### src/source/motion_pkg.sv
`default_nettype none

package motion_pkg;

    // displacement in pixels from the player's start point
    typedef logic [9:0] coord_t;

    // divider count for one pixel move
    typedef logic [24:0] pace_t;

    // codes outside these four leave the player idle
    typedef enum logic [3:0] {
        MOVE_STAND = 4'd6,
        MOVE_RIGHT = 4'd7,
        MOVE_LEFT  = 4'd8,
        MOVE_UP    = 4'd9
    } move_state_t;

    typedef enum logic [1:0] {
        JUMP_NONE = 2'd0,
        JUMP_RISE = 2'd1,
        JUMP_FALL = 2'd2
    } jump_phase_t;

    localparam pace_t H_STEP_CYCLES = 25'd1_500_000; // walk pace on hardware
    localparam pace_t V_STEP_CYCLES = 25'd2_000_000; // jump and lift pace

endpackage

`default_nettype wire

### src/source/level_map_pkg.sv
`default_nettype none

package level_map_pkg;
    import motion_pkg::*;

    // sprite offsets, screen position = offset +/- displacement
    localparam coord_t FOOT_Y       = 10'd230;
    localparam coord_t HEAD_Y       = 10'd199;
    localparam coord_t REACH_Y      = 10'd200; // top of the raised hand
    localparam coord_t BODY_LEFT_X  = 10'd10;
    localparam coord_t BODY_RIGHT_X = 10'd28;
    localparam coord_t SOLE_LEFT_X  = 10'd8;
    localparam coord_t SOLE_MID_X   = 10'd13;
    localparam coord_t SOLE_RIGHT_X = 10'd22;
    localparam coord_t SOLE_END_X   = 10'd25;
    localparam coord_t P2_REACH_X   = 10'd30; // player 2 sprite is wider

    localparam coord_t FLOOR_Y      = 10'd230;
    localparam coord_t FLOOR_X_END  = 10'd276;
    localparam coord_t SCREEN_X_END = 10'd320;
    localparam coord_t H_LIMIT      = 10'd282;
    localparam coord_t LEDGE_BAND   = 10'd2;

    // wall 7, the low step at the right
    localparam coord_t WALL7_X       = 10'd275;
    localparam coord_t WALL7_TOP_Y   = 10'd210;
    localparam coord_t WALL7_SIDE_Y  = 10'd220;
    localparam coord_t WALL7_STEP_X  = 10'd274;
    localparam coord_t WALL7_LEDGE_X = 10'd277;

    localparam coord_t PLAT1_Y       = 10'd182;
    localparam coord_t PLAT1_X_END   = 10'd255;
    localparam coord_t PLAT1_LEDGE_X = 10'd230;
    localparam coord_t PLAT2_Y       = 10'd139; // wall 2
    localparam coord_t PLAT2_X_START = 10'd80;
    localparam coord_t PLAT2_X_END   = 10'd310;
    localparam coord_t PLAT2_LEDGE_X = 10'd90;
    localparam coord_t PLAT3_Y       = 10'd96;  // wall 3
    localparam coord_t PLAT3_X_START = 10'd85;
    localparam coord_t PLAT3_X_END   = 10'd270;

    // undersides hit by the head while rising
    localparam coord_t CEIL1_Y       = 10'd190;
    localparam coord_t CEIL1_X_END   = 10'd240;
    localparam coord_t CEIL2_Y       = 10'd147;
    localparam coord_t CEIL2_X_START = 10'd90;
    localparam coord_t CEIL3_Y       = 10'd104;
    localparam coord_t CEIL3_X_START = 10'd75;
    localparam coord_t CEIL3_X_END   = 10'd270;

    localparam coord_t LIFT_X_END    = 10'd40;
    localparam coord_t LIFT_SIDE_Y   = 10'd165;
    localparam coord_t LIFT_BASE_Y   = 10'd139;
    localparam coord_t LIFT_LAND_Y   = 10'd161;
    localparam coord_t LIFT_LEDGE_X  = 10'd35;
    localparam coord_t LIFT_H_LIMIT  = 10'd25;
    localparam coord_t LIFT_TRAVEL   = 10'd22;

    // gate opened by button 2
    localparam coord_t GATE_X        = 10'd295;
    localparam coord_t GATE_SIDE_Y   = 10'd130;
    localparam coord_t GATE_TOP_Y    = 10'd124;

    localparam coord_t BTN1_X_LO     = 10'd100;
    localparam coord_t BTN1_X_HI     = 10'd105;
    localparam coord_t BTN1_Y_LO     = 10'd180;
    localparam coord_t BTN1_Y_HI     = 10'd182;
    localparam coord_t BTN2_X_LO     = 10'd244;
    localparam coord_t BTN2_X_HI     = 10'd250;
    localparam coord_t BTN2_Y_LO     = 10'd104;
    localparam coord_t BTN2_Y_HI     = 10'd106;

    localparam coord_t DIAMOND_X     = 10'd197;
    localparam coord_t DIAMOND_V_MAX = 10'd3;

endpackage

`default_nettype wire

### src/source/lift_mover.sv
`timescale 1ns/100ps
`default_nettype none

module lift_mover
    import motion_pkg::*, level_map_pkg::*;
#(
    parameter pace_t STEP = V_STEP_CYCLES
) (
    input  logic   clk,
    input  logic   reset,
    input  logic   button1_touch,
    input  coord_t p1_h,
    input  coord_t p1_v,
    output logic   p1_on_lift
);

    coord_t lift_rise;
    logic   lift_step;

    pace_counter #(
        .CYCLES(STEP)
    ) u_lift_pace (
        .clk      (clk),
        .reset    (reset),
        .run_level(button1_touch),
        .step     (lift_step)
    );

    always_ff @(posedge clk) begin
        if (reset) begin
            lift_rise <= '0;
        end else if (lift_step && lift_rise < LIFT_TRAVEL) begin
            lift_rise <= lift_rise + 1'b1;
        end
    end

    assign p1_on_lift = (p1_h < LIFT_H_LIMIT) && (FOOT_Y - p1_v == LIFT_BASE_Y + lift_rise);

endmodule

`default_nettype wire

### src/source/obj_state_ctrl.sv
`timescale 1ns/100ps
`default_nettype none

module obj_state_ctrl
    import motion_pkg::*;
#(
    parameter pace_t H_STEP = H_STEP_CYCLES,
    parameter pace_t V_STEP = V_STEP_CYCLES
) (
    input  logic        clk,
    input  logic        reset,
    input  logic        run,
    input  move_state_t p1_state,
    input  move_state_t p2_state,
    input  jump_phase_t p1_jump,
    input  jump_phase_t p2_jump,
    output coord_t      p1_h,
    output coord_t      p1_v,
    output coord_t      p2_h,
    output coord_t      p2_v,
    output logic        p1_collision,
    output logic        p2_collision,
    output logic        p1_land,
    output logic        p2_land,
    output logic        p1_should_fall,
    output logic        p2_should_fall,
    output logic        button1_touch,
    output logic        diamond_touch,
    output logic        p1_on_lift
);

    logic clear;
    logic button2_touch;

    assign clear = reset || !run; // pause also restarts the level

    player_motion #(.H_STEP(H_STEP), .V_STEP(V_STEP)) u_p1_motion (
        .clk(clk), .reset(clear), .state(p1_state), .jump(p1_jump),
        .collision(p1_collision), .h(p1_h), .v(p1_v)
    );

    player_motion #(.H_STEP(H_STEP), .V_STEP(V_STEP)) u_p2_motion (
        .clk(clk), .reset(clear), .state(p2_state), .jump(p2_jump),
        .collision(p2_collision), .h(p2_h), .v(p2_v)
    );

    terrain_contact u_p1_contact (
        .state(p1_state), .jump(p1_jump), .h(p1_h), .v(p1_v),
        .button1_touch(button1_touch), .button2_touch(button2_touch),
        .collision(p1_collision), .land(p1_land), .should_fall(p1_should_fall)
    );

    terrain_contact u_p2_contact (
        .state(p2_state), .jump(p2_jump), .h(p2_h), .v(p2_v),
        .button1_touch(button1_touch), .button2_touch(button2_touch),
        .collision(p2_collision), .land(p2_land), .should_fall(p2_should_fall)
    );

    switch_latches u_switches (
        .clk(clk), .reset(clear), .p1_state(p1_state),
        .p1_h(p1_h), .p1_v(p1_v), .p2_h(p2_h), .p2_v(p2_v),
        .button1_touch(button1_touch), .button2_touch(button2_touch),
        .diamond_touch(diamond_touch)
    );

    lift_mover #(.STEP(V_STEP)) u_lift (
        .clk(clk), .reset(clear), .button1_touch(button1_touch),
        .p1_h(p1_h), .p1_v(p1_v), .p1_on_lift(p1_on_lift)
    );

endmodule

`default_nettype wire

### src/source/pace_counter.sv
`timescale 1ns/100ps
`default_nettype none

module pace_counter #(
    parameter int unsigned CYCLES = 1
) (
    input  logic clk,
    input  logic reset,
    input  logic run_level,
    output logic step
);

    localparam int CNT_W = $clog2(CYCLES + 2); // at least one bit

    logic [CNT_W-1:0] count;
    logic             at_end;

    assign at_end = (count == CNT_W'(CYCLES));
    assign step   = run_level && at_end;

    always_ff @(posedge clk) begin
        if (reset) begin
            count <= '0;
        end else if (!run_level) begin
            count <= '0;
        end else if (at_end) begin
            count <= '0; // wrap on the step cycle
        end else begin
            count <= count + 1'b1;
        end
    end

endmodule

`default_nettype wire

### src/source/player_motion.sv
`timescale 1ns/100ps
`default_nettype none

module player_motion
    import motion_pkg::*, level_map_pkg::*;
#(
    parameter pace_t H_STEP = H_STEP_CYCLES,
    parameter pace_t V_STEP = V_STEP_CYCLES
) (
    input  logic        clk,
    input  logic        reset,
    input  move_state_t state,
    input  jump_phase_t jump,
    input  logic        collision,
    output coord_t      h,
    output coord_t      v
);

    logic h_run;
    logic v_run;
    logic h_step;
    logic v_step;

    assign h_run = (state == MOVE_RIGHT) || (state == MOVE_LEFT);
    assign v_run = ((jump == JUMP_RISE) || (jump == JUMP_FALL)) &&
                   ((state == MOVE_UP) || (state == MOVE_RIGHT) || (state == MOVE_LEFT));

    pace_counter #(
        .CYCLES(H_STEP)
    ) u_h_pace (
        .clk      (clk),
        .reset    (reset),
        .run_level(h_run),
        .step     (h_step)
    );

    pace_counter #(
        .CYCLES(V_STEP)
    ) u_v_pace (
        .clk      (clk),
        .reset    (reset),
        .run_level(v_run),
        .step     (v_step)
    );

    always_ff @(posedge clk) begin
        if (reset) begin
            h <= '0;
        end else if (h_step && !collision) begin
            if (state == MOVE_RIGHT && h <= H_LIMIT) begin
                h <= h + 1'b1;
            end else if (state == MOVE_LEFT && h != '0) begin
                h <= h - 1'b1;
            end
        end
    end

    always_ff @(posedge clk) begin
        if (reset) begin
            v <= '0;
        end else if (v_step) begin
            if (jump == JUMP_RISE) begin
                v <= v + 1'b1;
            end else if (jump == JUMP_FALL && v != '0) begin
                v <= v - 1'b1; // floor stops the fall
            end
        end
    end

endmodule

`default_nettype wire

### src/source/switch_latches.sv
`timescale 1ns/100ps
`default_nettype none

module switch_latches
    import motion_pkg::*, level_map_pkg::*;
(
    input  logic        clk,
    input  logic        reset,
    input  move_state_t p1_state,
    input  coord_t      p1_h,
    input  coord_t      p1_v,
    input  coord_t      p2_h,
    input  coord_t      p2_v,
    output logic        button1_touch,
    output logic        button2_touch,
    output logic        diamond_touch
);

    logic button1_seen;
    logic button2_seen;
    logic diamond_seen;
    logic button1_held;
    logic button2_held;
    logic diamond_held;

    // sprite span [lx, rx] overlapping a button window
    function automatic logic in_window(input coord_t lx, input coord_t rx, input coord_t y,
                                       input coord_t x_lo, input coord_t x_hi,
                                       input coord_t y_lo, input coord_t y_hi);
        in_window = rx >= x_lo && lx < x_hi && y >= y_lo && y <= y_hi;
    endfunction

    assign button1_seen =
        in_window(SOLE_LEFT_X + p1_h, SOLE_RIGHT_X + p1_h, FOOT_Y - p1_v,
                  BTN1_X_LO, BTN1_X_HI, BTN1_Y_LO, BTN1_Y_HI) ||
        in_window(BODY_LEFT_X + p2_h, P2_REACH_X + p2_h, FOOT_Y - p2_v,
                  BTN1_X_LO, BTN1_X_HI, BTN1_Y_LO, BTN1_Y_HI);

    // button 2 hangs overhead, hit with the hand
    assign button2_seen =
        in_window(SOLE_LEFT_X + p1_h, SOLE_RIGHT_X + p1_h, REACH_Y - p1_v,
                  BTN2_X_LO, BTN2_X_HI, BTN2_Y_LO, BTN2_Y_HI) ||
        in_window(BODY_LEFT_X + p2_h, P2_REACH_X + p2_h, REACH_Y - p2_v,
                  BTN2_X_LO, BTN2_X_HI, BTN2_Y_LO, BTN2_Y_HI);

    assign diamond_seen = (SOLE_RIGHT_X + p1_h == DIAMOND_X) && (p1_state == MOVE_RIGHT) &&
                          (p1_v < DIAMOND_V_MAX);

    always_ff @(posedge clk) begin
        if (reset) begin
            button1_held <= 1'b0;
            button2_held <= 1'b0;
            diamond_held <= 1'b0;
        end else begin
            button1_held <= button1_held || button1_seen;
            button2_held <= button2_held || button2_seen;
            diamond_held <= diamond_held || diamond_seen;
        end
    end

    assign button1_touch = button1_seen || button1_held;
    assign button2_touch = button2_seen || button2_held;
    assign diamond_touch = diamond_seen || diamond_held;

endmodule

`default_nettype wire

### src/source/terrain_contact.sv
`timescale 1ns/100ps
`default_nettype none

module terrain_contact
    import motion_pkg::*, level_map_pkg::*;
(
    input  move_state_t state,
    input  jump_phase_t jump,
    input  coord_t      h,
    input  coord_t      v,
    input  logic        button1_touch,
    input  logic        button2_touch,
    output logic        collision,
    output logic        land,
    output logic        should_fall
);

    coord_t left_x;
    coord_t right_x;
    coord_t sole_l;
    coord_t sole_m;
    coord_t sole_r;
    coord_t sole_end;
    coord_t foot_y;
    coord_t head_y;
    logic   rising;
    logic   falling;
    logic   go_right;
    logic   go_left;
    logic [6:0] hit;
    logic [6:0] touch_down;
    logic [4:0] off_edge;

    assign left_x   = BODY_LEFT_X + h;
    assign right_x  = BODY_RIGHT_X + h;
    assign sole_l   = SOLE_LEFT_X + h;
    assign sole_m   = SOLE_MID_X + h;
    assign sole_r   = SOLE_RIGHT_X + h;
    assign sole_end = SOLE_END_X + h;
    assign foot_y   = FOOT_Y - v;
    assign head_y   = HEAD_Y - v;

    assign rising   = (jump == JUMP_RISE);
    assign falling  = (jump == JUMP_FALL);
    assign go_right = (state == MOVE_RIGHT);
    assign go_left  = (state == MOVE_LEFT);

    // blocking rules
    assign hit[0] = rising && head_y == CEIL1_Y && left_x < CEIL1_X_END;
    assign hit[1] = go_right && right_x >= WALL7_X && foot_y >= WALL7_SIDE_Y;
    assign hit[2] = rising && head_y == CEIL2_Y && left_x >= CEIL2_X_START;
    assign hit[3] = button1_touch && go_left && left_x <= LIFT_X_END &&
                    foot_y <= PLAT1_Y && foot_y >= LIFT_SIDE_Y;   // raised lift side
    assign hit[4] = !button1_touch && left_x < LIFT_X_END &&
                    head_y <= CEIL2_Y && head_y >= LIFT_BASE_Y;   // lift still down
    assign hit[5] = rising && head_y == CEIL3_Y &&
                    left_x >= CEIL3_X_START && left_x < CEIL3_X_END;
    assign hit[6] = go_right && button2_touch && right_x >= GATE_X &&
                    foot_y >= GATE_SIDE_Y;

    // landing rules, only while falling
    assign touch_down[0] = foot_y == FLOOR_Y && right_x < FLOOR_X_END;
    assign touch_down[1] = sole_m >= WALL7_STEP_X && right_x <= SCREEN_X_END &&
                           foot_y == WALL7_TOP_Y;
    assign touch_down[2] = foot_y == PLAT1_Y && sole_end < PLAT1_X_END;
    assign touch_down[3] = button1_touch && foot_y == LIFT_LAND_Y && sole_l <= LIFT_X_END;
    assign touch_down[4] = sole_m >= PLAT2_X_START && sole_m < PLAT2_X_END &&
                           foot_y == PLAT2_Y;
    assign touch_down[5] = button2_touch && foot_y == GATE_TOP_Y && sole_l >= GATE_X;
    assign touch_down[6] = sole_m >= PLAT3_X_START && sole_m < PLAT3_X_END &&
                           foot_y == PLAT3_Y;

    // walked past a ledge
    assign off_edge[0] = go_left && sole_r <= WALL7_LEDGE_X &&
                         foot_y >= WALL7_TOP_Y && foot_y < WALL7_TOP_Y + LEDGE_BAND;
    assign off_edge[1] = go_right && sole_l >= PLAT1_LEDGE_X &&
                         foot_y >= PLAT1_Y && foot_y < PLAT1_Y + LEDGE_BAND;
    assign off_edge[2] = go_right && sole_l >= LIFT_LEDGE_X &&
                         foot_y >= LIFT_LAND_Y && foot_y < LIFT_LAND_Y + LEDGE_BAND;
    assign off_edge[3] = go_left && sole_r <= PLAT2_LEDGE_X &&
                         foot_y >= PLAT2_Y - LEDGE_BAND && foot_y <= PLAT2_Y;
    assign off_edge[4] = go_left && sole_r <= GATE_X &&
                         foot_y >= GATE_TOP_Y - LEDGE_BAND && foot_y <= GATE_TOP_Y;

    assign collision   = |hit;
    assign land        = falling && (|touch_down);
    assign should_fall = |off_edge;

endmodule

`default_nettype wire

### config.mk
export PLATFORM = sky130hd
export DESIGN_NAME = obj_state_ctrl
export DESIGN_NICKNAME = d
export VERILOG_FILES = /design/src/source/motion_pkg.sv /design/src/source/level_map_pkg.sv /design/src/source/lift_mover.sv /design/src/source/obj_state_ctrl.sv /design/src/source/pace_counter.sv /design/src/source/player_motion.sv /design/src/source/switch_latches.sv /design/src/source/terrain_contact.sv
export SDC_FILE = /design/constraint.sdc
export NUM_CORES = 1
export LEC_CHECK = 0
export ABC_AREA = 0
export ABC_CLOCK_PERIOD_IN_PS = 6100
export BUFFER_PORTS_ARGS = -buffer_cell sky130_fd_sc_hd__buf_4
export CORE_ASPECT_RATIO = 2
export CORE_MARGIN = 2
export CORE_UTILIZATION = 55
export DETAILED_ROUTE_END_ITERATION = 12
export HOLD_SLACK_MARGIN = 0.05
export PLACE_DENSITY = 0.69
export SLEW_MARGIN = 40
export SYNTH_ARGS = -nofsm -noshare
export SYNTH_HDL_FRONTEND = slang
export SYNTH_SLANG_ARGS = --single-unit
### constraint.sdc
create_clock -name clk -period 6.1 [get_ports clk]
set_clock_uncertainty 0.15 [all_clocks]
set_input_delay 0.61 -clock clk [delete_from_list [all_inputs] [get_ports clk]]
set_output_delay 0.61 -clock clk [all_outputs]
set_load 0.02 [all_outputs]
# Word-level counts from Yosys, hierarchy flattened
# Cells that the tools add are included.
[classes]
n_addsub = 34
magnitude_cmp = 97
eq_ne = 37
mux = 8
bitwise = 5
reduce_logical = 166
[op_table]
columns = ["cell", "n"]
rows = [
  [">= comparator 10 x 8 -> 1 bit, second input constant", 22],
  ["equality test 10 x 8 -> 1 bit, second input constant", 15],
  [">= comparator 10 x 7 -> 1 bit, second input constant", 14],
  ["logical AND 1 bit", 125],
  ["< comparator 10 x 8 -> 1 bit, second input constant", 12],
  ["adder 21 x 1 -> 21 bit, second input constant", 5],
  ["equality test 21 bit, second input constant", 5],
  [">= comparator 10 x 9 -> 1 bit, second input constant", 8],
  ["<= comparator 10 x 9 -> 1 bit, second input constant", 8],
  ["< comparator 10 x 9 -> 1 bit, second input constant", 8],
  ["2-to-1 mux 10 bit", 8],
  ["adder 5 x 10 -> 10 bit, first input constant", 7],
  ["adder 4 x 10 -> 10 bit, first input constant", 6],
  ["equality test 10 x 7 -> 1 bit, second input constant", 6],
  ["<= comparator 10 x 7 -> 1 bit, second input constant", 6],
  ["<= comparator 10 x 8 -> 1 bit, second input constant", 6],
  ["subtractor 8 x 10 -> 10 bit, first input constant", 6],
  ["adder 10 x 1 -> 10 bit, second input constant", 5],
  ["<= comparator 10 x 6 -> 1 bit, second input constant", 4],
  ["nonzero test 10 bit", 4],
  ["subtractor 10 x 1 -> 10 bit, second input constant", 4],
  ["OR reduction 7 bit", 4],
  [">= comparator 10 x 6 -> 1 bit, second input constant", 2],
  ["< comparator 10 x 5 -> 1 bit, second input constant", 2],
  ["other kinds (16)", 55],
]
[word_totals]
regBits = 158
output_inout_bits = 49
wordCells = 360

# Depth between registers and ports, before layout
# Gate-level depths: netlist of run 1.
[depth]
depth_word = 15
ltp_mapped = 20

# Modules after synthesis
# Synthesis of run 1 repeated with hierarchy kept, for this count alone.
[unflattened]
cells_unflattened = 2266
hier_area_um2 = 17043.8
[modules_own_cells]
columns = ["module", "n_inst", "cells_each", "area_per_inst_um2"]
rows = [
  ["terrain_contact", 2, 449, 2979.1],
  ["player_motion", 2, 203, 1715.4],
  ["pace_counter at u_lift.u_lift_pace ...", 3, 115, 993.5],
  ["pace_counter at u_p1_motion.u_h_pace ...", 2, 119, 1012.2],
  ["switch_latches", 1, 282, 1803.0],
  ["lift_mover", 1, 96, 840.8],
  ["obj_state_ctrl", 1, 1, 6.3],
]

# Worst setup path after synthesis of run 1
# Ideal clock, no wire load.
[synth_path]
path_kind = "register -> output"
start = "register u_p2_motion.h[3]"
end = "output port p2_land"
arrival_time_ns = 3.913
required_time_ns = 5.340
path_slack_ns = 1.427
stages_incl_launch_ff = 13
n_path_buf = 2
cell_sequence = "dfxtp_1 > clkbuf_1 > inv_1 > ha_1 > a21oi_2 > nor3_1 > o311ai_0 > o311ai_1 > nor4_4 > or3_1 > buf_6 > a41oi_1 > a31oi_1"
[synth_via]
elab_chain_cells = 11
[synth_rtl]
columns = ["item", "line_no", "source"]
rows = [
  ["start, declared", "player_motion.sv:15", "output coord_t h,"],
  ["start signal, assigned", "player_motion.sv:51", "h <= h + 1'b1;"],
  ["start signal, assigned", "player_motion.sv:53", "h <= h - 1'b1;"],
  ["adder 5 x 10 -> 10 bit or adder 4 x 10 -> 10 bit (tied branches)", "switch_latches.sv:36", "in_window(BODY_LEFT_X + p2_h, P2_REACH_X + p2_h, FOOT_Y - p2_v,"],
  [">= comparator 10 x 7 -> 1 bit or < comparator 10 x 7 -> 1 bit (tied branches)", "switch_latches.sv:30", "in_window = rx >= x_lo && lx < x_hi && y >= y_lo && y <= y_hi;"],
  ["logical AND 1 bit * (3 in a row)", "switch_latches.sv:30", ""],
  ["logical OR 1 bit *", "switch_latches.sv:35", "BTN1_X_LO, BTN1_X_HI, BTN1_Y_LO, BTN1_Y_HI) ||"],
  ["logical OR 1 bit *", "switch_latches.sv:61", "assign button1_touch = button1_seen || button1_held;"],
  ["via button1_touch", "obj_state_ctrl.sv:27", "output logic button1_touch,"],
  ["logical AND 1 bit * (2 in a row)", "terrain_contact.sv:66", "assign touch_down[3] = button1_touch && foot_y == LIFT_LAND_Y && sole_l <= LIFT_X_END;"],
  ["OR reduction 7 bit *", "terrain_contact.sv:86", "assign land = falling && (|touch_down);"],
  ["logical AND 1 bit *", "terrain_contact.sv:86", ""],
  ["end, declared", "obj_state_ctrl.sv:24", "output logic p2_land,"],
]
# Mark *: on every way through the listed nets, which the timed path passes. The rest lies on a longest branch.

# Worst setup path in the final report of run 1
[layout_path]
start = "register u_p2_motion.v[3]"
end = "output port p1_collision"
[layout_via]
elab_chain_cells = 11
[layout_rtl]
columns = ["item", "line_no", "source"]
rows = [
  ["start, declared", "player_motion.sv:16", "output coord_t v"],
  ["start signal, assigned", "player_motion.sv:63", "v <= v + 1'b1;"],
  ["start signal, assigned", "player_motion.sv:65", "v <= v - 1'b1;"],
  ["subtractor 8 x 10 -> 10 bit", "switch_latches.sv:36", ""],
  [">= comparator 10 x 8 -> 1 bit", "switch_latches.sv:30", ""],
  ["logical AND 1 bit (2 in a row)", "switch_latches.sv:30", ""],
  ["logical OR 1 bit", "switch_latches.sv:35", ""],
  ["logical OR 1 bit", "switch_latches.sv:61", ""],
  ["logical AND 1 bit or logical NOT 1 bit (tied branches)", "n/a", ""],
  ["logical AND 1 bit (on tied branches) (2 in a row)", "terrain_contact.sv:52, terrain_contact.sv:54", ""],
  ["logical AND 1 bit (on tied branches)", "terrain_contact.sv:53, terrain_contact.sv:55", ""],
  ["OR reduction 7 bit *", "terrain_contact.sv:85", "assign collision = |hit;"],
  ["end, declared", "obj_state_ctrl.sv:21", "output logic p1_collision,"],
]
# Mark *: on every way between the ends. The rest lies on a longest branch, timed or not.

==> summary.md, run 1 <==
- data required time at the worst endpoint: 5340 ps
- number of synthesized register bits: 158
- critical register-to-register path startpoint: u_p1_motion.h[2]
- number of cells on the worst reg-to-reg path: 20
- most common library cell in the layout ignoring fill and taps: sky130_fd_sc_hd__nor2_1
- fraction of layout instances using a drive strength above 1: 8.22%
- # nets final: 2,126
- run status: finished clean
- Num Clock Sinks: 158
- mean routed wirelength per cell: 20.8 um
- RSZ-0062 raised after global routing: false
- Buffers on Ports: 63
- portion of the clock cycle consumed by the worst path in the final layout: 88.0%
- category of cells accounting for the largest share of critical-path delay: simple AND/OR/NAND/NOR gates
- number of clock buffers inserted by TritonCTS: 17
- chip width: 119 um
- relative area change from synthesis to final layout: 9.44%
- CP Cell Sequence: inv_1, ha_1, nand2b_1, o211ai_1, o2111ai_1, a2111oi_4, a21oi_2, nor4_4, or3_1, o31ai_2, or2_2, buf_4
- post-route DRC violation count: 0
- classification of the worst-slack hold path: reg -> reg
- Worst R2R Setup Slack: 1160 ps
- largest fanout of any net on the critical path: 22
- slowest stage cell, crit path: sky130_fd_sc_hd__dfxtp_1
- clock-pin slew reported for the worst setup and hold paths after clock tree synthesis: 70 ps
- filler cell count in the final layout: 2,520
- dpl hpwl: 36.9 mm
- achievable clock frequency: 186 MHz
- Gate Count Post-Synth: 1,981
- synthesized net count: 2,113
- Total Routing Usage GR: 34.6%
- Data arrival, critical path: 4610 ps
- via count: 15,000
- CTS tree: yes
- sum of buffers and inverters on the critical path: 2
- count of cell types in the netlist: 89
- endpoint of the worst register-to-register path: u_p1_motion.h[9]
- cells resized by post-CTS repair: 0
- via-per-instance ratio: 6.37
- Vert. Die Dim: 235 um
- main flop type after synthesis: sky130_fd_sc_hd__dfxtp_1
- initial standard-cell utilization of the core: 55.8%
- top-level I/O count: 64
- worst IR drop on VDD: 233 uV
- synthesized area divided by synthesized cell count: 7.41 um^2
- pin count of the biggest net entering global routing: 43
- total cell area at the placement stage: 15,400 um^2
- remaining antenna violation count after routing: 0
- number of buffers on the longest clock path: 2
- total of warnings raised by yosys: 0
- Placed Instances: 2,319
- number of antenna violations at the first check in global routing: 0
- count of flip-flops with a built-in enable after synthesis: 0
- launch point of the worst path: u_p2_motion.v[3]
- cell at the root of the clock tree: sky130_fd_sc_hd__clkbuf_16
- cts hold-fix bufs: 0
- final standard cell count with taps included and fillers excluded: 2,351
- Setup TNS Final: 0 ps
- Worst Setup Path Type: reg -> out
- normalized max-slew margin: 43.2%
- post-route cell area: 16,100 um^2
- Detailed Routing Iterations Pass 1: 8
- standard-cell row count: 84
- number of cells on the worst hold path: 1
- Hold EP: u_p1_motion.u_v_pace.count[0]
- maximum capacitance violations: 0
- leading cell types in the layout, fill and taps excluded: sky130_fd_sc_hd__nor2_1 (267), sky130_fd_sc_hd__nand2_1 (166), sky130_fd_sc_hd__dfxtp_1 (158)
- share of flip-flops with an asynchronous set or reset: 0%
- Clock H-tree levels: 4
- final routed wirelength across all metal layers: 48.8 mm
- area of the mapped netlist: 14,700 um^2
- kind of start point of the critical path: flip-flop
- share of synthesized area occupied by flip-flops and latches: 21.6%
- vias in the first global route: 14,700
- antenna diode instance count: 0
- number of violations reported at the end of detailed-routing iteration 0: 1,271
- final number of max-transition violations: 0
- global-route wire length before repair: 76.9 mm
- kind of capture point of the worst setup path: primary output
- DIE AREA: 28,100 um^2
- actual transition at the worst max-transition pin: 848 ps
- final setup violation count: 0
- hold violation count in the final report: 0
- reported leakage power: 6.07 nW
- core area: 26,300 um^2
- biggest cell delay along the critical path: 800 ps
- Worst Min Path Start: u_p1_motion.u_v_pace.count[0]
- clock period minus final worst setup slack: 5370 ps
- global placer's final weighted congestion: 1.12
- clock latency of the later-clocked register in the worst-skew pair: 450 ps
- remaining global-route overflow: 0
- power density of the placed cells: 141 nW/um^2
- post-CTS setup-driven buffer insertion count: 0
[sequential cells by signal, indices dropped and copies added, names as in the netlist]
| register | count |
|---|---|
| u_lift.lift_rise | 10 |
| u_lift.u_lift_pace.count | 21 |
| u_p1_motion.h | 10 |
| u_p1_motion.u_h_pace.count | 21 |
| u_p1_motion.u_v_pace.count | 21 |
| u_p1_motion.v | 10 |
| u_p2_motion.h | 10 |
| u_p2_motion.u_h_pace.count | 21 |
| u_p2_motion.u_v_pace.count | 21 |
| u_p2_motion.v | 10 |
| u_switches.button1_held | 1 |
| u_switches.button2_held | 1 |
| u_switches.diamond_held | 1 |
[worst reg2reg max path: stages (launching register included)]
cell and delay [ps]:
sky130_fd_sc_hd__dfxtp_1 300, sky130_fd_sc_hd__buf_4 200, sky130_fd_sc_hd__inv_1 210, sky130_fd_sc_hd__ha_1 300, sky130_fd_sc_hd__nand3b_1 360, sky130_fd_sc_hd__nor3_1 350, sky130_fd_sc_hd__a211oi_1 110, sky130_fd_sc_hd__a21oi_1 150
sky130_fd_sc_hd__nor2_1 90, sky130_fd_sc_hd__inv_1 290, sky130_fd_sc_hd__ha_1 320, sky130_fd_sc_hd__a21o_1 190, sky130_fd_sc_hd__a21oi_1 250, sky130_fd_sc_hd__o21bai_1 90, sky130_fd_sc_hd__a21oi_1 250, sky130_fd_sc_hd__o21ai_0 200
sky130_fd_sc_hd__a31o_2 310, sky130_fd_sc_hd__nor3_1 140, sky130_fd_sc_hd__a21oi_1 60, sky130_fd_sc_hd__or4_1 400, sky130_fd_sc_hd__a21oi_1 170
[layout make-up]
| cell class | count | area (um^2) | share of cell area [%] |
|---|---|---|---|
| inverters | 82 | 308 | 1.92 |
| clock buffers | 18 | 439 | 2.74 |
| repair buffers | 95 | 713 | 4.44 |
| well taps | 344 | 430 | 2.68 |
| clock inverters | 14 | 195 | 1.22 |
| multi-input cells | 1640 | 10800 | 67.3 |
| flip-flops and latches | 158 | 3160 | 19.7 |
[routing by layer]
metal  vias to the layer above  GRT usage, %  wire [um]
met5                         -             0          0
met4                         0          29.1       4660
met3                       282          7.06       2780
met2                       631          64.0      25200
met1                      6984          31.5      16200
li1                       7072             -          -
[cells in the mapped netlist, types with 5 or more instances]
library cell                count  area [um^2]
sky130_fd_sc_hd__a2111oi_0      5         43.8
sky130_fd_sc_hd__a211o_1        8         70.1
sky130_fd_sc_hd__a211oi_1      12         90.1
sky130_fd_sc_hd__a21o_1        18          135
sky130_fd_sc_hd__a21oi_1      126          631
sky130_fd_sc_hd__a221oi_1       6         52.6
sky130_fd_sc_hd__a31oi_1       25          156
sky130_fd_sc_hd__a41oi_1        5         43.8
sky130_fd_sc_hd__and2_1        24          150
sky130_fd_sc_hd__and3_1        39          244
sky130_fd_sc_hd__and4_1         8         70.1
sky130_fd_sc_hd__buf_1         15         56.3
sky130_fd_sc_hd__buf_2         12         60.1
sky130_fd_sc_hd__clkbuf_1      70          263
sky130_fd_sc_hd__dfxtp_1      158         3160
sky130_fd_sc_hd__ha_1         113         1410
sky130_fd_sc_hd__inv_1         80          300
sky130_fd_sc_hd__mux2_2         5         56.3
sky130_fd_sc_hd__mux2i_1       27          270
sky130_fd_sc_hd__nand2_1      166          623
sky130_fd_sc_hd__nand2b_1      21          131
sky130_fd_sc_hd__nand3_1       97          485
sky130_fd_sc_hd__nand3b_1      13         97.6
sky130_fd_sc_hd__nand4_1       48          300
sky130_fd_sc_hd__nand4b_1       8         70.1
sky130_fd_sc_hd__nor2_1       267         1000
sky130_fd_sc_hd__nor2b_1       16          100
sky130_fd_sc_hd__nor3_1        51          255
sky130_fd_sc_hd__nor3b_1        8         60.1
sky130_fd_sc_hd__nor4_1        26          163
sky130_fd_sc_hd__nor4b_1        8         70.1
sky130_fd_sc_hd__o2111ai_1     14          123
sky130_fd_sc_hd__o211ai_1      11         82.6
sky130_fd_sc_hd__o21a_1         8         60.1
sky130_fd_sc_hd__o21ai_0       69          345
sky130_fd_sc_hd__o21bai_1      17          128
sky130_fd_sc_hd__o22ai_1        9         56.3
sky130_fd_sc_hd__o311ai_0       5         43.8
sky130_fd_sc_hd__o31ai_1       13         97.6
sky130_fd_sc_hd__o32ai_1        7         61.3
sky130_fd_sc_hd__or2_2         11         68.8
sky130_fd_sc_hd__or3_1         16          100
sky130_fd_sc_hd__or4_1          5         37.5
sky130_fd_sc_hd__xnor2_1      128         1120
sky130_fd_sc_hd__xor2_1       100          876
[report_power, final]
group | leakage (nW) | total [W] | switching, W | internal [W]
clock | 0.313 | 0.00116 | 0.000493 | 0.000671
sequential | 1.27 | 0.00103 | 0.000000618 | 0.00103
combinational | 4.48 | 0.0000654 | 0.0000410 | 0.0000244
[stage by stage]
stage / hold slack [ps] / setup slack (ps) / util (%) / total power, W
after floorplan: 276 / 1430 / - / 0.00110
after global placement: 286 / 1370 / 58.7 / 0.00112
after detailed placement: 297 / 1290 / 58.7 / 0.00112
after CTS: 314 / 787 / 61.1 / 0.00228
after global routing: 327 / 469 / 61.1 / 0.00233
final: 317 / 732 / 61.1 / 0.00226
[worst max-delay path by stage]
stage	endpoint	slack [ps]	cells after the start
floorplan	p2_land	1430	12
global placement	u_p2_motion.h[9]	1370	12
detailed placement	u_p2_motion.h[9]	1290	12
CTS	p1_collision	790	12
global route	p1_collision	470	12
finish	p1_collision	730	12
[logic make-up (layout without fill, tap and decap cells)]
logic type | after synthesis | in the layout | share of synthesized area (%)
simple gates | 842 | 842 | 28.2
compound gates | 420 | 420 | 19.2
xor+xnor | 228 | 228 | 13.6
buf+inv | 183 | 209 | 4.94
flops | 158 | 158 | 21.6
fa+ha+maj | 118 | 118 | 10.3
mux | 32 | 32 | 2.23
Power figures use the tool's default switching activity.
==> inputs of run 2 (changes only) <==
Settings changed: CAP_MARGIN from default to 20, CORE_UTILIZATION 55 to 40, PLACE_DENSITY 0.69 to 0.53.
==> summary.md, run 2 (synthesis gave the netlist of run 1 again) <==
- share of total power in the clock network: 51.8%, +0.3 points
- number of clock buffers inserted by TritonCTS: 17, unchanged
- relative area change from synthesis to final layout: 10.7%
- Total Routing Usage GR: 25.7%, -9.0 points
- mean routed wirelength per cell: 20.3 um, -2.4%
- clock-pin slew reported for the worst setup and hold paths after clock tree synthesis: 80 ps, about the same
- post-CTS setup-driven buffer insertion count: 0, unchanged
- portion of the clock cycle consumed by the worst path in the final layout: 94.1%, +6.1 points
- via-per-instance ratio: 5.94, -6.7%
- RSZ-0062 raised after global routing: false
- via count: 14,700, -2.1%
- Data arrival, critical path: 4980 ps, +370 ps
- fraction of layout instances using a drive strength above 1: 8.54%, +0.32 points
- largest fanout of any net on the critical path: 18, -18%
- most common library cell in the layout ignoring fill and taps: sky130_fd_sc_hd__nor2_1
- reported leakage power: 6.09 nW, +0.34%
- worst IR drop on VDD: 216 uV, -7.1%
- post-route DRC violation count: 0, unchanged
- classification of the worst-slack hold path: reg -> reg
- cell internal power dissipation: 0.00166 W, -4.0%
- achievable clock frequency: 174 MHz, -6.5%
- Worst Setup Path Type: reg -> out
- cts hold-fix bufs: 0, unchanged
- actual transition at the worst max-transition pin: 791 ps, -57.5 ps
- dpl hpwl: 38.7 mm, +5.1%
- clock period minus final worst setup slack: 5740 ps, +374 ps
- worst-case hold slack: 319 ps, +2.31 ps
- number of cells on the worst reg-to-reg path: 12, -40%
- Worst R2R Setup Slack: 1260 ps, +100 ps
- initial standard-cell utilization of the core: 40.4%, -15 points
- final number of max-transition violations: 0, unchanged
- maximum capacitance violations: 0, unchanged
- endpoint of the worst register-to-register path: u_p1_motion.h[4]
- Comb pwr share: 2.9%, about the same
- number of antenna violations at the first check in global routing: 1, +1
- Hold EP: u_p1_motion.u_v_pace.count[0]
- pin count of the biggest net entering global routing: 43, unchanged
- number of buffers on the longest clock path: 2, unchanged
- leading cell types in the layout, fill and taps excluded: sky130_fd_sc_hd__nor2_1 (267), sky130_fd_sc_hd__nand2_1 (166), sky130_fd_sc_hd__dfxtp_1 (158)
- top-level I/O count: 64, unchanged
- remaining global-route overflow: 0, unchanged
- normalized max-slew margin: 46.9%, +3.7 points
- data required time at the worst endpoint: 5340 ps, about the same
- remaining antenna violation count after routing: 0, unchanged
- Core Util, Final: 44.8%, -16 points
- Vert. Die Dim: 275 um, +17%
- CTS tree: yes
- chip width: 139 um, +17%
- Clock H-tree levels: 4, unchanged
- # nets final: 2,132, +0.28%
- global placer's final weighted congestion: 1.01, -10%
- final routed wirelength across all metal layers: 50.0 mm, +2.4%
- Num Clock Sinks: 158, unchanged
- number of cells on the worst hold path: 1, unchanged
- filler cell count in the final layout: 3,799, +51%
- critical register-to-register path startpoint: u_p1_motion.v[3]
- Buffers on Ports: 63, unchanged
- core area: 36,300 um^2, +38%
- cell at the root of the clock tree: sky130_fd_sc_hd__clkbuf_16
- cells resized by post-CTS repair: 0, unchanged
- final setup violation count: 0, unchanged
- switching share of total power: 27.2%, +3.6 points
- global-route wire length before repair: 78.1 mm, +1.6%
- vias in the first global route: 14,500, -1.1%
- Detailed Routing Iterations Pass 1: 6, -2
- Worst Min Path Start: u_p1_motion.u_v_pace.count[0]
- clock latency of the later-clocked register in the worst-skew pair: 460 ps, about the same
- power density of the placed cells: 140 nW/um^2, -0.51%
- run status: finished clean
- sequential share of power: 45.3%, -0.3 points
- hold violation count in the final report: 0, unchanged
- kind of start point of the critical path: flip-flop
- number of violations reported at the end of detailed-routing iteration 0: 850, -33%
- kind of capture point of the worst setup path: primary output
- antenna diode instance count: 0, unchanged
- Setup TNS Final: 0 ps, unchanged
- standard-cell row count: 99, +18%
- DIE AREA: 38,300 um^2, +36%
- Psw: 0.000620 W, +16%
[run 2: stage by stage]
step	total power, W	cells	setup slack (ps)	cell area, um^2
floorplan	0.00110	1981	1430	14700
global placement	0.00112	2433	950	15600
detailed placement	0.00112	2434	959	15600
CTS	0.00231	2466	449	16200
global route	0.00235	2467	156	16200
finish	0.00228	2467	358	16200
[run 2: worst max-delay path, stage by stage, from the launching register on]
cell,delay (ps)
sky130_fd_sc_hd__dfxtp_1,730
sky130_fd_sc_hd__inv_1,250
sky130_fd_sc_hd__ha_1,380
sky130_fd_sc_hd__nand2_1,260
sky130_fd_sc_hd__nand3_1,130
sky130_fd_sc_hd__xnor2_1,320
sky130_fd_sc_hd__nand3b_1,450
sky130_fd_sc_hd__nor4_1,670
sky130_fd_sc_hd__a31oi_1,260
sky130_fd_sc_hd__o32ai_1,660
sky130_fd_sc_hd__o31a_1,260
sky130_fd_sc_hd__buf_4,150
[run 2: metal layers]
layer,vias to the layer above,share of wire (%),global-route usage [%]
met2,399,53,48.8
met5,-,0.014,0
met3,164,3.5,3.72
li1,7081,-,-
met1,7012,37,25.9
met4,2,6.7,16.5
[run 2: area by class of cell]
type / count / area, um^2 / area share (%)
clock buffers: 17 / 425 / 2.62
clock inverters: 15 / 205 / 1.26
inverters: 82 / 308 / 1.89
multi-input cells: 1640 / 10800 / 66.6
flip-flops and latches: 158 / 3160 / 19.5
well taps: 454 / 568 / 3.50
repair buffers: 101 / 758 / 4.67
[run 2: worst max-delay path by stage]
stage	start	endpoint	slack, ps	cells past startpoint
CTS	u_p1_motion.v[3]	p1_land	450	11
global placement	u_p1_motion.v[3]	p1_land	950	11
floorplan	u_p2_motion.h[3]	p2_land	1430	12
detailed placement	u_p1_motion.v[3]	p1_land	960	11
global route	u_p1_motion.v[3]	p1_land	160	11
finish	u_p1_motion.v[3]	p1_land	360	11
[run 2: power by group through the flow]
| stage | logic [W] | clock network [W] | registers, W |
|---|---|---|---|
| after floorplan | 0.0000400 | 0 | 0.00106 |
| after global routing | 0.0000733 | 0.00124 | 0.00103 |
| after detailed placement | 0.0000660 | 0 | 0.00106 |
| final | 0.0000656 | 0.00118 | 0.00103 |
| after CTS | 0.0000663 | 0.00121 | 0.00103 |
| after global placement | 0.0000650 | 0 | 0.00106 |
==> inputs of run 3 (changes only) <==
Settings changed: BUFFER_PORTS_ARGS -buffer_cell sky130_fd_sc_hd__buf_4 to -buffer_cell sky130_fd_sc_hd__buf_2.
==> summary.md, run 3 (synthesis gave the netlist of run 1 again) <==
- run status: finished clean
- number of clock buffers inserted by TritonCTS: 17, unchanged
- clock period minus final worst setup slack: 5880 ps, +139 ps
- relative area change from synthesis to final layout: 8.95%
- data required time at the worst endpoint: 5340 ps, about the same
- Data arrival, critical path: 5120 ps, +140 ps
- Hold EP: u_p1_motion.u_v_pace.count[0]
- sum of buffers and inverters on the critical path: 3, +1
- filler cell count in the final layout: 3,826, +0.71%
- kind of start point of the critical path: flip-flop
- DIE AREA: 38,300 um^2, unchanged
- hold violation count in the final report: 0, unchanged
- slowest stage cell, crit path: sky130_fd_sc_hd__dfxtp_1
- Detailed Routing Iterations Pass 1: 5, -1
- # nets final: 2,124, -0.38%
- clock-pin slew reported for the worst setup and hold paths after clock tree synthesis: 80 ps, about the same
- post-placement setup slack: 642 ps, -317 ps
- Setup TNS Final: 0 ps, unchanged
- final routed wirelength across all metal layers: 49.0 mm, -2.0%
- global-route wire length before repair: 77.5 mm, -0.81%
- number of violations reported at the end of detailed-routing iteration 0: 906, +6.6%
- achievable clock frequency: 170 MHz, -2.4%
- Worst Min Path Start: u_p1_motion.u_v_pace.count[0]
- worst IR drop on VDD: 197 uV, -8.9%
- portion of the clock cycle consumed by the worst path in the final layout: 96.4%, +2.3 points
- maximum capacitance violations: 0, unchanged
- number of antenna violations at the first check in global routing: 1, unchanged
- normalized max-slew margin: 42.8%, -4.1 points
- final number of max-transition violations: 0, unchanged
- kind of capture point of the worst setup path: primary output
- Core Util, Final: 44.0%, -0.72 points
- classification of the worst-slack hold path: reg -> reg
- CP Cell Sequence: inv_1, ha_1, nand2b_1, a21o_1, mux2_2, o32ai_1, o311ai_0, a2111oi_1, buf_4, nor2_1, o41ai_1, a41oi_1, a31oi_1, buf_2
- reported leakage power: 6.03 nW, -1.0%
- leading cell types in the layout, fill and taps excluded: sky130_fd_sc_hd__nor2_1 (267), sky130_fd_sc_hd__nand2_1 (166), sky130_fd_sc_hd__dfxtp_1 (157)
- pin count of the biggest net entering global routing: 43, unchanged
- dpl hpwl: 37.9 mm, -2.1%
- remaining global-route overflow: 0, unchanged
- RSZ-0062 raised after global routing: false
- Vert. Die Dim: 275 um, unchanged
- Clock H-tree levels: 4, unchanged
- CTS tree: yes
- fraction of layout instances using a drive strength above 1: 8.23%, -0.32 points
- post-route cell area: 16,000 um^2, -1.6%
- number of cells on the worst hold path: 1, unchanged
- Buffers on Ports: 63, unchanged
- power density of the placed cells: 137 nW/um^2, -2.3%
- vias in the first global route: 14,400, -0.57%
- Worst Setup Path Type: reg -> out
- Worst R2R Setup Slack: 1260 ps, about the same
- number of cells on the worst reg-to-reg path: 12, unchanged
- core area: 36,300 um^2, unchanged
- cell at the root of the clock tree: sky130_fd_sc_hd__clkbuf_16
- via count: 14,500, -0.84%
- most common library cell in the layout ignoring fill and taps: sky130_fd_sc_hd__nor2_1
- category of cells accounting for the largest share of critical-path delay: compound AO/OA/AOI/OAI gates
- number of buffers on the longest clock path: 2, unchanged
- cts hold-fix bufs: 0, unchanged
- via-per-instance ratio: 5.91, -0.52%
- clock latency of the later-clocked register in the worst-skew pair: 450 ps, about the same
- post-route DRC violation count: 0, unchanged
- final setup margin: 219 ps, -139 ps
- Total Routing Usage GR: 25.3%, -0.39 points
- actual transition at the worst max-transition pin: 857 ps, +65.5 ps
- total cell area at the placement stage: 15,400 um^2, -1.3%
- mean routed wirelength per cell: 19.9 um, -1.7%
- top-level I/O count: 64, unchanged
- antenna diode instance count: 0, unchanged
- largest fanout of any net on the critical path: 13, -5
- standard-cell row count: 99, unchanged
- biggest cell delay along the critical path: 730 ps, about the same
- chip width: 139 um, unchanged
- global placer's final weighted congestion: 1.03, +2.5%
- critical register-to-register path startpoint: u_p2_motion.v[4]
- Num Clock Sinks: 158, unchanged
- final setup violation count: 0, unchanged
- initial standard-cell utilization of the core: 40.4%, unchanged
- endpoint of the worst register-to-register path: u_p1_motion.h[8]
- remaining antenna violation count after routing: 0, unchanged
-- run 3: how the worst max path moves through the flow --
| stage | start | endpoint | slack [ps] | cells past startpoint |
|---|---|---|---|---|
| 3_3_place_gp | u_p1_motion.v[0] | p2_land | 670 | 14 |
| 4_1_cts | u_p1_motion.v[0] | p2_land | 100 | 14 |
| 6_report | u_p1_motion.v[0] | p2_land | 220 | 14 |
| 3_5_place_dp | u_p1_motion.v[0] | p2_land | 640 | 14 |
| 5_1_grt | u_p1_motion.v[0] | p2_land | 7 | 14 |
| 2_1_floorplan | u_p2_motion.h[3] | p2_land | 1430 | 12 |
-- run 3: worst register-to-register path, cell delays in order (launching register included) --
cell,delay (ps)
sky130_fd_sc_hd__dfxtp_1,470
sky130_fd_sc_hd__inv_1,200
sky130_fd_sc_hd__ha_1,530
sky130_fd_sc_hd__nand2b_1,280
sky130_fd_sc_hd__o211ai_1,490
sky130_fd_sc_hd__o2111ai_1,320
sky130_fd_sc_hd__a2111oi_4,460
sky130_fd_sc_hd__a21oi_2,110
sky130_fd_sc_hd__nor4_4,380
sky130_fd_sc_hd__or3_1,370
sky130_fd_sc_hd__o31ai_2,170
sky130_fd_sc_hd__nor3_4,570
sky130_fd_sc_hd__mux2i_1,260
-- run 3: repair_timing --
action                     4_1_cts  5_1_grt
buffers inserted                 0        0
setup endpoints to repair        0        1
resized for setup                0        1
-- run 3: area by class of cell --
class | count | area (um^2) | share of cell area (%)
multi-input combinational | 1640 | 10800 | 67.7
sequential | 158 | 3160 | 19.8
tap | 454 | 568 | 3.55
timing repair buffer | 93 | 544 | 3.41
clock buffer | 17 | 425 | 2.66
inverter | 82 | 308 | 1.93
clock inverter | 15 | 148 | 0.924
-- run 3: metal layers --
| layer | up-vias | track usage [%] | wire (um) |
|---|---|---|---|
| met5 | - | 0 | 0 |
| met4 | 0 | 16.6 | 3350 |
| met3 | 159 | 3.20 | 1640 |
| met2 | 415 | 47.8 | 25700 |
| met1 | 6882 | 25.9 | 18300 |
| li1 | 7079 | - | - |
-- run 3: per-stage QoR --
stage               std cells  power (W)  hold WS [ps]
finish                   2459    0.00219           314
global route             2459    0.00226           362
detailed placement       2426    0.00112           302
global placement         2425    0.00112           292
floorplan                1981    0.00110           276
CTS                      2458    0.00222           318
-- run 3: power breakdown --
| group | total (W) | internal [W] | switching, W | leakage [nW] |
|---|---|---|---|---|
| registers | 0.00103 | 0.00103 | 0.000000605 | 1.27 |
| logic | 0.0000623 | 0.0000214 | 0.0000409 | 4.47 |
| clock network | 0.00109 | 0.000545 | 0.000550 | 0.282 |
| total | 0.00219 | 0.00160 | 0.000591 | 6.03 |
